$ cat src/common/config_net_consts.svh
`ifndef CONFIG_NET_CONSTS_SVH
`define CONFIG_NET_CONSTS_SVH

// field widths of one serial packet
`define CONFIG_ID_BITS 8
`define CONFIG_DATA_BITS 16

// start bit + id + data + stop bit
`define CONFIG_PACKET_BITS (`CONFIG_ID_BITS + `CONFIG_DATA_BITS + 2)

// framing levels on the line
`define CONFIG_START_BIT 1'b0
`define CONFIG_STOP_BIT 1'b1
// line rests high between packets
`define CONFIG_IDLE_BIT 1'b1

// register stages between producer and nodes
`define CONFIG_RELAY_STAGES 2

// addresses of the two consumers
`define CONFIG_NODE0_ID 8'h05
`define CONFIG_NODE1_ID 8'h2a

// packet pushed out right after reset
`define CONFIG_RESET_ID `CONFIG_NODE0_ID
`define CONFIG_RESET_DATA 16'hbeef

`endif

$ cat src/common/config_net_pkg.sv
`include "config_net_consts.svh"

package config_net_pkg;

  // node address as carried in the id field
  typedef logic [`CONFIG_ID_BITS-1:0] config_id_t;

  // payload written into a node register
  typedef logic [`CONFIG_DATA_BITS-1:0] config_data_t;

  // full frame, bit 0 leaves first
  typedef logic [`CONFIG_PACKET_BITS-1:0] config_packet_t;

  // receiver phases of config_node
  typedef enum logic [1:0] {
    // waiting for a start bit
    node_idle = 2'd0,
    // collecting the id field
    node_id   = 2'd1,
    // collecting the data field
    node_data = 2'd2,
    // waiting for the line to go high again
    node_stop = 2'd3
  } node_state_t;

endpackage

$ cat src/config_node/config_node.sv
`timescale 1ns/1ns
`include "config_net_consts.svh"

module config_node #(
  parameter config_net_pkg::config_id_t node_id_p = `CONFIG_NODE0_ID
) (
  input  logic                         clk_i,
  input  logic                         reset_i,
  input  logic                         cfg_bit_i,
  output config_net_pkg::config_data_t data_o,
  output logic                         update_o
);

  // counts bits within the current field, data is the longer one
  localparam int cnt_w = $clog2(`CONFIG_DATA_BITS);

  config_net_pkg::node_state_t  state_r;
  logic [cnt_w-1:0]             cnt_r;
  // shared collector for id then data, filled from the top
  config_net_pkg::config_data_t shift_r;
  config_net_pkg::config_data_t shift_next;
  config_net_pkg::config_id_t   id_next;
  // set when the id field equals this node's address
  logic                         match_r;
  config_net_pkg::config_data_t data_r;
  logic                         update_r;

  // incoming bit lands at msb, so after a whole field it sits lsb-aligned
  assign shift_next = {cfg_bit_i, shift_r[`CONFIG_DATA_BITS-1:1]};

  // after the id field the id occupies the top bits of the collector
  assign id_next = shift_next[`CONFIG_DATA_BITS-1 -: `CONFIG_ID_BITS];

  always_ff @(posedge clk_i) begin
    if (reset_i) begin
      state_r  <= config_net_pkg::node_idle;
      cnt_r    <= '0;
      data_r   <= '0;
      update_r <= 1'b0;
    end else begin
      // update is a single-cycle pulse
      update_r <= 1'b0;
      case (state_r)
        config_net_pkg::node_idle: begin
          // falling line marks the start bit
          if (cfg_bit_i == `CONFIG_START_BIT) begin
            state_r <= config_net_pkg::node_id;
            cnt_r   <= '0;
          end
        end

        config_net_pkg::node_id: begin
          cnt_r <= cnt_r + 1'b1;
          if (cnt_r == cnt_w'(`CONFIG_ID_BITS - 1)) begin
            // last id bit, decide whether this packet is ours
            state_r <= config_net_pkg::node_data;
            cnt_r   <= '0;
          end
        end

        config_net_pkg::node_data: begin
          cnt_r <= cnt_r + 1'b1;
          if (cnt_r == cnt_w'(`CONFIG_DATA_BITS - 1)) begin
            state_r <= config_net_pkg::node_stop;
            cnt_r   <= '0;
            // commit only when the address matched
            if (match_r) begin
              data_r   <= shift_next;
              update_r <= 1'b1;
            end
          end
        end

        config_net_pkg::node_stop: begin
          // hold until line is high again, guards against a stuck-low line
          if (cfg_bit_i == `CONFIG_STOP_BIT) begin
            state_r <= config_net_pkg::node_idle;
          end
        end

        default: begin
          state_r <= config_net_pkg::node_idle;
        end
      endcase
    end
  end

  // field collector and match flag
  always_ff @(posedge clk_i) begin
    if (state_r == config_net_pkg::node_id ||
        state_r == config_net_pkg::node_data) begin
      shift_r <= shift_next;
    end
    // compare on the last id bit
    if (state_r == config_net_pkg::node_id &&
        cnt_r == cnt_w'(`CONFIG_ID_BITS - 1)) begin
      match_r <= (id_next == node_id_p);
    end
  end

  assign data_o   = data_r;
  assign update_o = update_r;

endmodule

$ cat src/config_net_top.sv
`timescale 1ns/1ns
`include "config_net_consts.svh"

module config_net_top (
  input  logic                         clk_i,
  input  logic                         reset_i,
  input  logic                         load_i,
  input  config_net_pkg::config_id_t   id_i,
  input  config_net_pkg::config_data_t data_i,
  output logic                         busy_o,
  output config_net_pkg::config_data_t node0_data_o,
  output logic                         node0_update_o,
  output config_net_pkg::config_data_t node1_data_o,
  output logic                         node1_update_o
);

  // line straight out of the producer
  logic cfg_bit;
  // same line after the relay delay
  logic cfg_relayed;

  // serial source, reset packet then one packet per load
  config_vector config_vector_inst (
    .clk_i     (clk_i),
    .reset_i   (reset_i),
    .load_i    (load_i),
    .id_i      (id_i),
    .data_i    (data_i),
    .cfg_bit_o (cfg_bit),
    .busy_o    (busy_o)
  );

  // wire delay model toward the far nodes
  config_relay config_relay_inst (
    .clk_i     (clk_i),
    .reset_i   (reset_i),
    .cfg_bit_i (cfg_bit),
    .cfg_bit_o (cfg_relayed)
  );

  // first consumer, also target of the reset packet
  config_node #(
    .node_id_p (`CONFIG_NODE0_ID)
  ) config_node0_inst (
    .clk_i     (clk_i),
    .reset_i   (reset_i),
    .cfg_bit_i (cfg_relayed),
    .data_o    (node0_data_o),
    .update_o  (node0_update_o)
  );

  // second consumer on the same relayed line
  config_node #(
    .node_id_p (`CONFIG_NODE1_ID)
  ) config_node1_inst (
    .clk_i     (clk_i),
    .reset_i   (reset_i),
    .cfg_bit_i (cfg_relayed),
    .data_o    (node1_data_o),
    .update_o  (node1_update_o)
  );

endmodule

$ cat src/config_relay.sv
`timescale 1ns/1ns
`include "config_net_consts.svh"

module config_relay (
  input  logic clk_i,
  input  logic reset_i,
  input  logic cfg_bit_i,
  output logic cfg_bit_o
);

  // depth of the line delay
  localparam int stages_lp = `CONFIG_RELAY_STAGES;

  // stage 0 is nearest the producer
  logic [stages_lp-1:0] stage_r;

  always_ff @(posedge clk_i) begin
    if (reset_i) begin
      // whole chain reads as an idle line
      stage_r <= {stages_lp{`CONFIG_IDLE_BIT}};
    end else begin
      stage_r[0] <= cfg_bit_i;
      // each later stage follows the one before it
      for (int i = 1; i < stages_lp; i++) begin
        stage_r[i] <= stage_r[i-1];
      end
    end
  end

  // far end of the chain feeds the nodes
  assign cfg_bit_o = stage_r[stages_lp-1];

endmodule

$ cat src/config_vector.sv
`timescale 1ns/1ns
`include "config_net_consts.svh"

module config_vector (
  input  logic                       clk_i,
  input  logic                       reset_i,
  input  logic                       load_i,
  input  config_net_pkg::config_id_t   id_i,
  input  config_net_pkg::config_data_t data_i,
  output logic                       cfg_bit_o,
  output logic                       busy_o
);

  // enough range to count all packet bits plus the final value
  localparam int cnt_w = $clog2(`CONFIG_PACKET_BITS + 1);

  config_net_pkg::config_packet_t packet_r;
  logic [cnt_w-1:0]               cnt_r;
  logic                           bit_r;
  logic                           busy_r;

  // wrap id and data with start and stop bits, lsb leaves first
  function automatic config_net_pkg::config_packet_t frame_packet(
    input config_net_pkg::config_id_t   id,
    input config_net_pkg::config_data_t data
  );
    frame_packet = {`CONFIG_STOP_BIT, data, id, `CONFIG_START_BIT};
  endfunction

  always_ff @(posedge clk_i) begin
    if (reset_i) begin
      // preload the power-on packet, sent as soon as reset drops
      packet_r <= frame_packet(`CONFIG_RESET_ID, `CONFIG_RESET_DATA);
      cnt_r    <= '0;
      busy_r   <= 1'b1;
      bit_r    <= `CONFIG_IDLE_BIT;
    end else if (busy_r) begin
      if (cnt_r == cnt_w'(`CONFIG_PACKET_BITS)) begin
        // stop bit was shown last cycle, release the line
        busy_r <= 1'b0;
        bit_r  <= `CONFIG_IDLE_BIT;
      end else begin
        // present the lowest bit and shift in idle level from the top
        bit_r    <= packet_r[0];
        packet_r <= {`CONFIG_IDLE_BIT, packet_r[`CONFIG_PACKET_BITS-1:1]};
        cnt_r    <= cnt_r + 1'b1;
      end
    end else if (load_i) begin
      // new packet, start bit goes out on the next edge
      packet_r <= frame_packet(id_i, data_i);
      cnt_r    <= '0;
      busy_r   <= 1'b1;
      bit_r    <= `CONFIG_IDLE_BIT;
    end
    // load_i while busy is dropped, no queue
  end

  assign cfg_bit_o = bit_r;
  assign busy_o    = busy_r;

endmodule

$ cat config.mk
export PLATFORM = sky130hd
export DESIGN_NAME = config_net_top
export DESIGN_NICKNAME = d
export VERILOG_FILES = /design/src/common/config_net_pkg.sv /design/src/config_node/config_node.sv /design/src/config_net_top.sv /design/src/config_relay.sv /design/src/config_vector.sv
export VERILOG_INCLUDE_DIRS = /design/src /design/src/common
export SDC_FILE = /design/constraint.sdc
export NUM_CORES = 1
export LEC_CHECK = 0
export ABC_AREA = 0
export BUFFER_PORTS_ARGS = -buffer_cell sky130_fd_sc_hd__buf_2
export CAP_MARGIN = 10
export CORE_MARGIN = 4
export CORE_UTILIZATION = 45
export DETAILED_ROUTE_END_ITERATION = 7
export PLACE_DENSITY = 0.68
export SYNTH_ARGS = -nofsm -noshare
export SYNTH_HDL_FRONTEND = slang
export SYNTH_SLANG_ARGS = --single-unit
$ cat constraint.sdc
create_clock -name clk_i -period 2.5 [get_ports clk_i]
set_clock_uncertainty 0.1 [all_clocks]
set_input_delay 0.125 -clock clk_i [delete_from_list [all_inputs] [get_ports clk_i]]
set_output_delay 0.125 -clock clk_i [all_outputs]
set_load 0.005 [all_outputs]
# [Word-level counts from Yosys, hierarchy flattened]
# Index checks and enable logic that the tools add are counted.
# Widths: inputs -> output; s select.
[word_totals] ramBits=0 input_bits=27 mem_count=0 latchBits=0 mem_bits_ro=0 word_cells=93 output_inout_bits=35 reg_bits=115
[op_classes] eq_ne=22 div=0 n_mux=29 n_reduce_logical=18 n_bitwise=4 magnitude_cmp=0 addsub=3 n_mul=0 shifts=0
[ops] cell="$mux 26" count=3
[ops] cell="$pmux 4 s3" count=2
[ops] cell="$mux 4" count=5
[ops] cell="$pmux 2 s4" count=2
[ops] cell="$mux 5" count=3
[ops] cell="$ne 2x2->1 const B" count=7
[ops] cell="$mux 2" count=6
[ops] cell="$add 4x1->4 const B" count=2
[ops] cell="$eq 2x2->1 const B" count=4
[ops] cell="$eq 4x3->1 const B" count=2
[ops] cell="$eq 4x4->1 const B" count=2
[ops] cell="$eq 8x3->1 const B" count=1
[ops] cell="$eq 8x6->1 const B" count=1
[ops] cell="$mux 1" count=8
[ops] cell="$reduce_and 4->1" count=2
[ops] cell="$reduce_and 2->1" count=3
[ops] cell="$reduce_and 3->1" count=2
[ops] cell="$reduce_bool 3->1" count=2
[ops] cell="$reduce_or 3->1" count=2
[ops] cell="$add 5x1->5 const B" count=1
[ops] cell="$eq 5x5->1 const B" count=1
[ops] cell="$eq 2x1->1 const B" count=2
[ops] cell="$logic_not 2->1" count=2
[ops] cell="$ne 2x1->1 const B" count=2
[ops] cell="4 further kinds" count=9

# [Depth between registers and ports, before layout]
[depth] depth_word=3 mapped_depth=8 mapped_depth_nobuf=6

# [By module]
# From an unflattened synthesis, not the netlist that was laid out.
[hier_totals] hier_cells=477 hier_area_um2=4814.6
[modules_own_cells] mod="config_vector" n_inst=1 seq_area_each_um2=640.6 cells_per_inst=192 area_per_inst_um2=1776.7
[modules_own_cells] mod="config_node at config_node1_inst" n_inst=1 seq_area_each_um2=940.9 cells_per_inst=138 area_per_inst_um2=1506.4
[modules_own_cells] mod="config_node at config_node0_inst" n_inst=1 seq_area_each_um2=940.9 cells_per_inst=143 area_per_inst_um2=1478.9
[modules_own_cells] mod="config_relay" n_inst=1 seq_area_each_um2=40.0 cells_per_inst=4 area_per_inst_um2=52.6

# [Worst setup path before layout]
# No wires, ideal clock.
[synth_path] kind="register to register" start="register config_node0_inst.state_r[1]" end="register config_node0_inst.cnt_r[3]" n_path_buf=0 arrival_ps=2266 required_ps=2326 period_less_slack_ps=2441 setup_ps=74 path_stages_with_launch=7 path_slack_ps=59 path_cell_list="dfxtp_1 inv_1 ha_1 o21ai_0 or3_1 or4_1 a31oi_1"
[synth_via] elab_chain_len=3 word_cells_on_any_way=7 classes_between="eq/ne: 3; mux: 1; reduce/logical: 3"
[synth_lines] item="from (decl)" line="config_node.sv:17" text="config_net_pkg::node_state_t state_r;"
[synth_lines] item="from (signal assigned)" line="config_node.sv:36" text="state_r <= config_net_pkg::node_idle;"
[synth_lines] item="from (signal assigned)" line="config_node.sv:47" text="state_r <= config_net_pkg::node_id;"
[synth_lines] item="from (signal assigned)" line="config_node.sv:56" text="state_r <= config_net_pkg::node_data;"
[synth_lines] item="$eq 2x2->1 (tied with other cells)" line="config_node.sv:43" text="case (state_r)"
[synth_lines] item="$reduce_bool 3->1 (no source line) / $ne 2x2->1 (equally long branches)"
[synth_lines] item="$reduce_and 2->1 (no source line)"
[synth_lines] item="to (signal assigned)" line="config_node.sv:53" text="cnt_r <= cnt_r + 1'b1;"
[synth_lines] item="to (signal assigned)" line="config_node.sv:62" text="cnt_r <= cnt_r + 1'b1;"
[synth_lines] item="to (decl)" line="config_node.sv:18" text="logic [cnt_w-1:0] cnt_r;"
# Several ways; a longest one is shown, not always the timed one.
# A chain may end at the register's enable or synchronous reset.

# [Worst setup path in the final report]
[layout_path] start="register config_node1_inst.state_r[1]" end="register config_node1_inst.cnt_r[3]"
[layout_via] elab_chain_len=3 word_cells_on_any_way=7 classes_between="eq/ne: 3; mux: 1; reduce/logical: 3"
[layout_lines] item="from (decl)" line="config_node.sv:17"
[layout_lines] item="from (signal assigned)" line="config_node.sv:36"
[layout_lines] item="from (signal assigned)" line="config_node.sv:47"
[layout_lines] item="from (signal assigned)" line="config_node.sv:56"
[layout_lines] item="$eq 2x2->1 (tied with other cells)" line="config_node.sv:43"
[layout_lines] item="$reduce_bool 3->1 (no source line) / $ne 2x2->1 (equally long branches)"
[layout_lines] item="$reduce_and 2->1 (no source line)"
[layout_lines] item="to (signal assigned)" line="config_node.sv:53"
[layout_lines] item="to (signal assigned)" line="config_node.sv:62"
[layout_lines] item="to (decl)" line="config_node.sv:18"
# Several ways; a longest one is shown, not always the timed one.

==> metrics <==
global-route wire length before repair 14340 um; Pwr Density ~730 nW/um^2; unrepaired setup endpoints after global routing false; status finished, final reports clean; gr usage total 15.30%; CTS clock-pin slew for the worst setup and hold paths between 0.1 and 0.15 ns; Post-DP HPWL 5431 um; crit path DAT 2.40 ns; setup_tns 0 ns; Flop pwr share 59.6%; area of the die 11530 um^2; crit path buf inv count 1; share of total power in combinational logic 13.4%; mean area per synthesized cell 10.38 um^2; Detailed Route WL 8323 um; Post-synth top flop dfxtp_1; final worst path period share 88.25%; Clock Path Buffers 2; Synth cell types 42; post-synthesis sequential area ratio 57.66%; Placed Area 4896 um^2; Pre-antenna DRT Iters 4; CP max stage cell or4_1; Final Instance Area 5339 um^2; most frequent cells in the layout 80 x dfxtp_1, 76 x nand2_1, 61 x buf_2; worst setup path class flop to flop; largest net degree at the start of global routing 49; share of cells above drive strength 1 18.20%; startpoint types flop; crit path capture type flop; R2R Path Start config_node1_inst.state_r[1]; DR top layer met4; EDFF count, synth 32; final hold viol count 0; Clk Latency, worst-skew pair approximately 0.37 ns; final setup vio count 0; Row Count 36; Internal Power 2795 uW; Synth Warn # 0; Hold EP config_vector_inst.packet_r[24]; crit-path cells inv_1, ha_1, o21ai_0, or3_1, or4_1, a31oi_1; worst hold path type input pin to flop; Rel. slew slack 57.00%; DRC viols 0; post-synthesis cell area about 4400 um^2; Layout Utilization 55.13%; worst hold path depth 4; wire length on met3 321 um; Vias/cell approximately 5.0; Worst R2R End config_node1_inst.cnt_r[3]; I/O pin total 62; CTS H-tree depth 3; number of diodes 0; r2r setup slk 0.29 ns; clock power share a little over a quarter; routability cong. 0.7664; CP delay by family, top simple AND/OR/NAND/NOR gates; wire per inst between 10 and 15 um; Worst-Margin Slew ~0.64 ns; critical path's largest stage delay 0.47 ns; Post-CTS Setup Bufs 0; DR WL met2 between 3000 and 4000 um; Num Clock Sinks around 110; Starting Density about 46%; P_sw between 1000 and 1500 uW; CTS root buf clkbuf_8; First DRT Iteration DRCs 138; wl on met1 3953 um; Horiz. Die Dim 107.4 um; FF-to-FF path depth 6; most common cell after layout, fill and taps aside dfxtp_1; Area growth, synth to finish 20.13%; vias in the first global route 3084; max-cap violation count 0; syn_nets 469; nets 547; initial antenna violation count 0; synthesized flop and latch total 112; CTS tree yes; Final ANT Viol Nets 0; PortBufs 61; number of buffers created by CTS 9; total gr overflow 0; FFs w/ async S/R, synth 0%; Fmax achieved 453.3 MHz; Vias 3236; CP Max Fanout 5; fin crit period 2.206 ns; cells after synthesis 428; Sw Ratio 28.32%; Slew Limit Fails 0; Die Y approximately 110 um; VDD IR-drop max 0.3910 mV; Worst Hold Launch data_i[15]; Critical Path RT 2.70 ns; Core Region 9684 um^2; Leak 0.002235 uW
## power by group through the flow
| stage | Sequential, uW | Combinational (uW) | Clock (uW) |
|---|---|---|---|
| finish | 2330 | 521 | 1050 |
| floorplan | 2320 | 358 | 0 |
| detailed placement | 2370 | 493 | 0 |
| global route | 2360 | 582 | 1160 |
| CTS | 2330 | 525 | 1080 |
| global placement | 2360 | 470 | 0 |
## kinds of logic after synthesis
group | count (synthesis) | synth area share [%]
muxes | 31 | 7.010
and+or+nand+nor | 158 | 16.92
xor gates and xnor gates | 2 | 0.3942
DFF | 112 | 57.66
AOI/OAI and AO/OA | 79 | 11.29
adders and majority gates | 14 | 3.941
buffers and inverters | 32 | 2.787
## cells in the mapped netlist (3+ instances only)
cell type | count | share of area, %
nand2_1 | 76 | 6.4
a211o_1 | 14 | 2.8
a21oi_1 | 39 | 4.4
nor3_1 | 6 | 0.68
ha_1 | 14 | 3.9
nand3_1 | 9 | 1.0
dfxtp_1 | 80 | 36
nor2b_1 | 4 | 0.56
inv_1 | 8 | 0.68
buf_2 | 3 | 0.34
clkbuf_1 | 20 | 1.7
mux2i_1 | 30 | 6.8
edfxtp_1 | 32 | 22
nor2_1 | 34 | 2.9
or2_2 | 3 | 0.42
o21ai_0 | 5 | 0.56
o31ai_1 | 3 | 0.51
or3_1 | 3 | 0.42
a211oi_1 | 11 | 1.9
## sequential cells by signal, indices dropped and copies added, names as in the netlist
register / flops
config_node0_inst.cnt_r: 4
config_node0_inst.data_o: 16
config_node0_inst.match_r: 1
config_node0_inst.shift_r: 15
config_node0_inst.state_r: 2
config_node0_inst.update_o: 1
config_node1_inst.cnt_r: 4
config_node1_inst.data_o: 16
config_node1_inst.match_r: 1
config_node1_inst.shift_r: 15
config_node1_inst.state_r: 2
config_node1_inst.update_o: 1
config_relay_inst.stage_r: 2
config_vector_inst.busy_o: 1
config_vector_inst.cfg_bit_o: 1
config_vector_inst.cnt_r: 5
config_vector_inst.packet_r: 25
## metal layers
metal,GRT usage [%],vias up
li1,-,1666
met1,19.98,1492
met2,24.75,61
met3,3.179,17
met4,6.402,0
met5,0,-
## area by class of cell
class | count | area [um^2]
flip-flops and latches | 112 | 2562
repair buffers | 91 | 615.6
clock buffers | 9 | 123.9
clock inverters | 7 | 76.32
inverters | 8 | 30.03
multi-input cells | 284 | 1764
fillers | 850 | 4345
well taps | 133 | 166.4
## worst min-delay path, stage by stage
cell     delay, ns
buf_2         0.08
inv_1         0.03
a22oi_1       0.14
or2_2         0.12
## timing repair
item,4_1_cts,5_1_grt
hold endpoints to repair,24,0
hold buffers,24,0
endpoints found under the setup margin,0,1
resized for setup,0,1
## stage by stage
| stage | hold WS [ns] | std cells | setup WS (ns) | power, uW |
|---|---|---|---|---|
| finish | 0.05632 | 644 | 0.2938 | 3900 |
| global route | 0.06265 | 644 | 0.1059 | 4102 |
| CTS | 0.03922 | 644 | 0.2564 | 3936 |
| detailed placement | 0.2977 | 604 | 0.2805 | 2862 |
| global placement | 0.2976 | 604 | 0.4184 | 2827 |
| floorplan | 0.1625 | 428 | 0.05915 | 2677 |
## how the worst max path moves through the flow
stage	startpoint	end	slack (ns)	depth (start not counted)
after floorplan	config_node0_inst.state_r[1]	config_node0_inst.cnt_r[3]	0.06	6
after global placement	config_node0_inst.state_r[0]	config_node0_inst.data_o[8]	0.42	6
after detailed placement	config_node0_inst.state_r[0]	config_node0_inst.data_o[4]	0.28	6
after CTS	config_node0_inst.state_r[0]	config_node0_inst.data_o[4]	0.26	6
after global routing	config_node1_inst.state_r[1]	config_node1_inst.cnt_r[3]	0.11	6
final	config_node1_inst.state_r[1]	config_node1_inst.cnt_r[3]	0.29	6
Power figures use the tool's default switching activity.
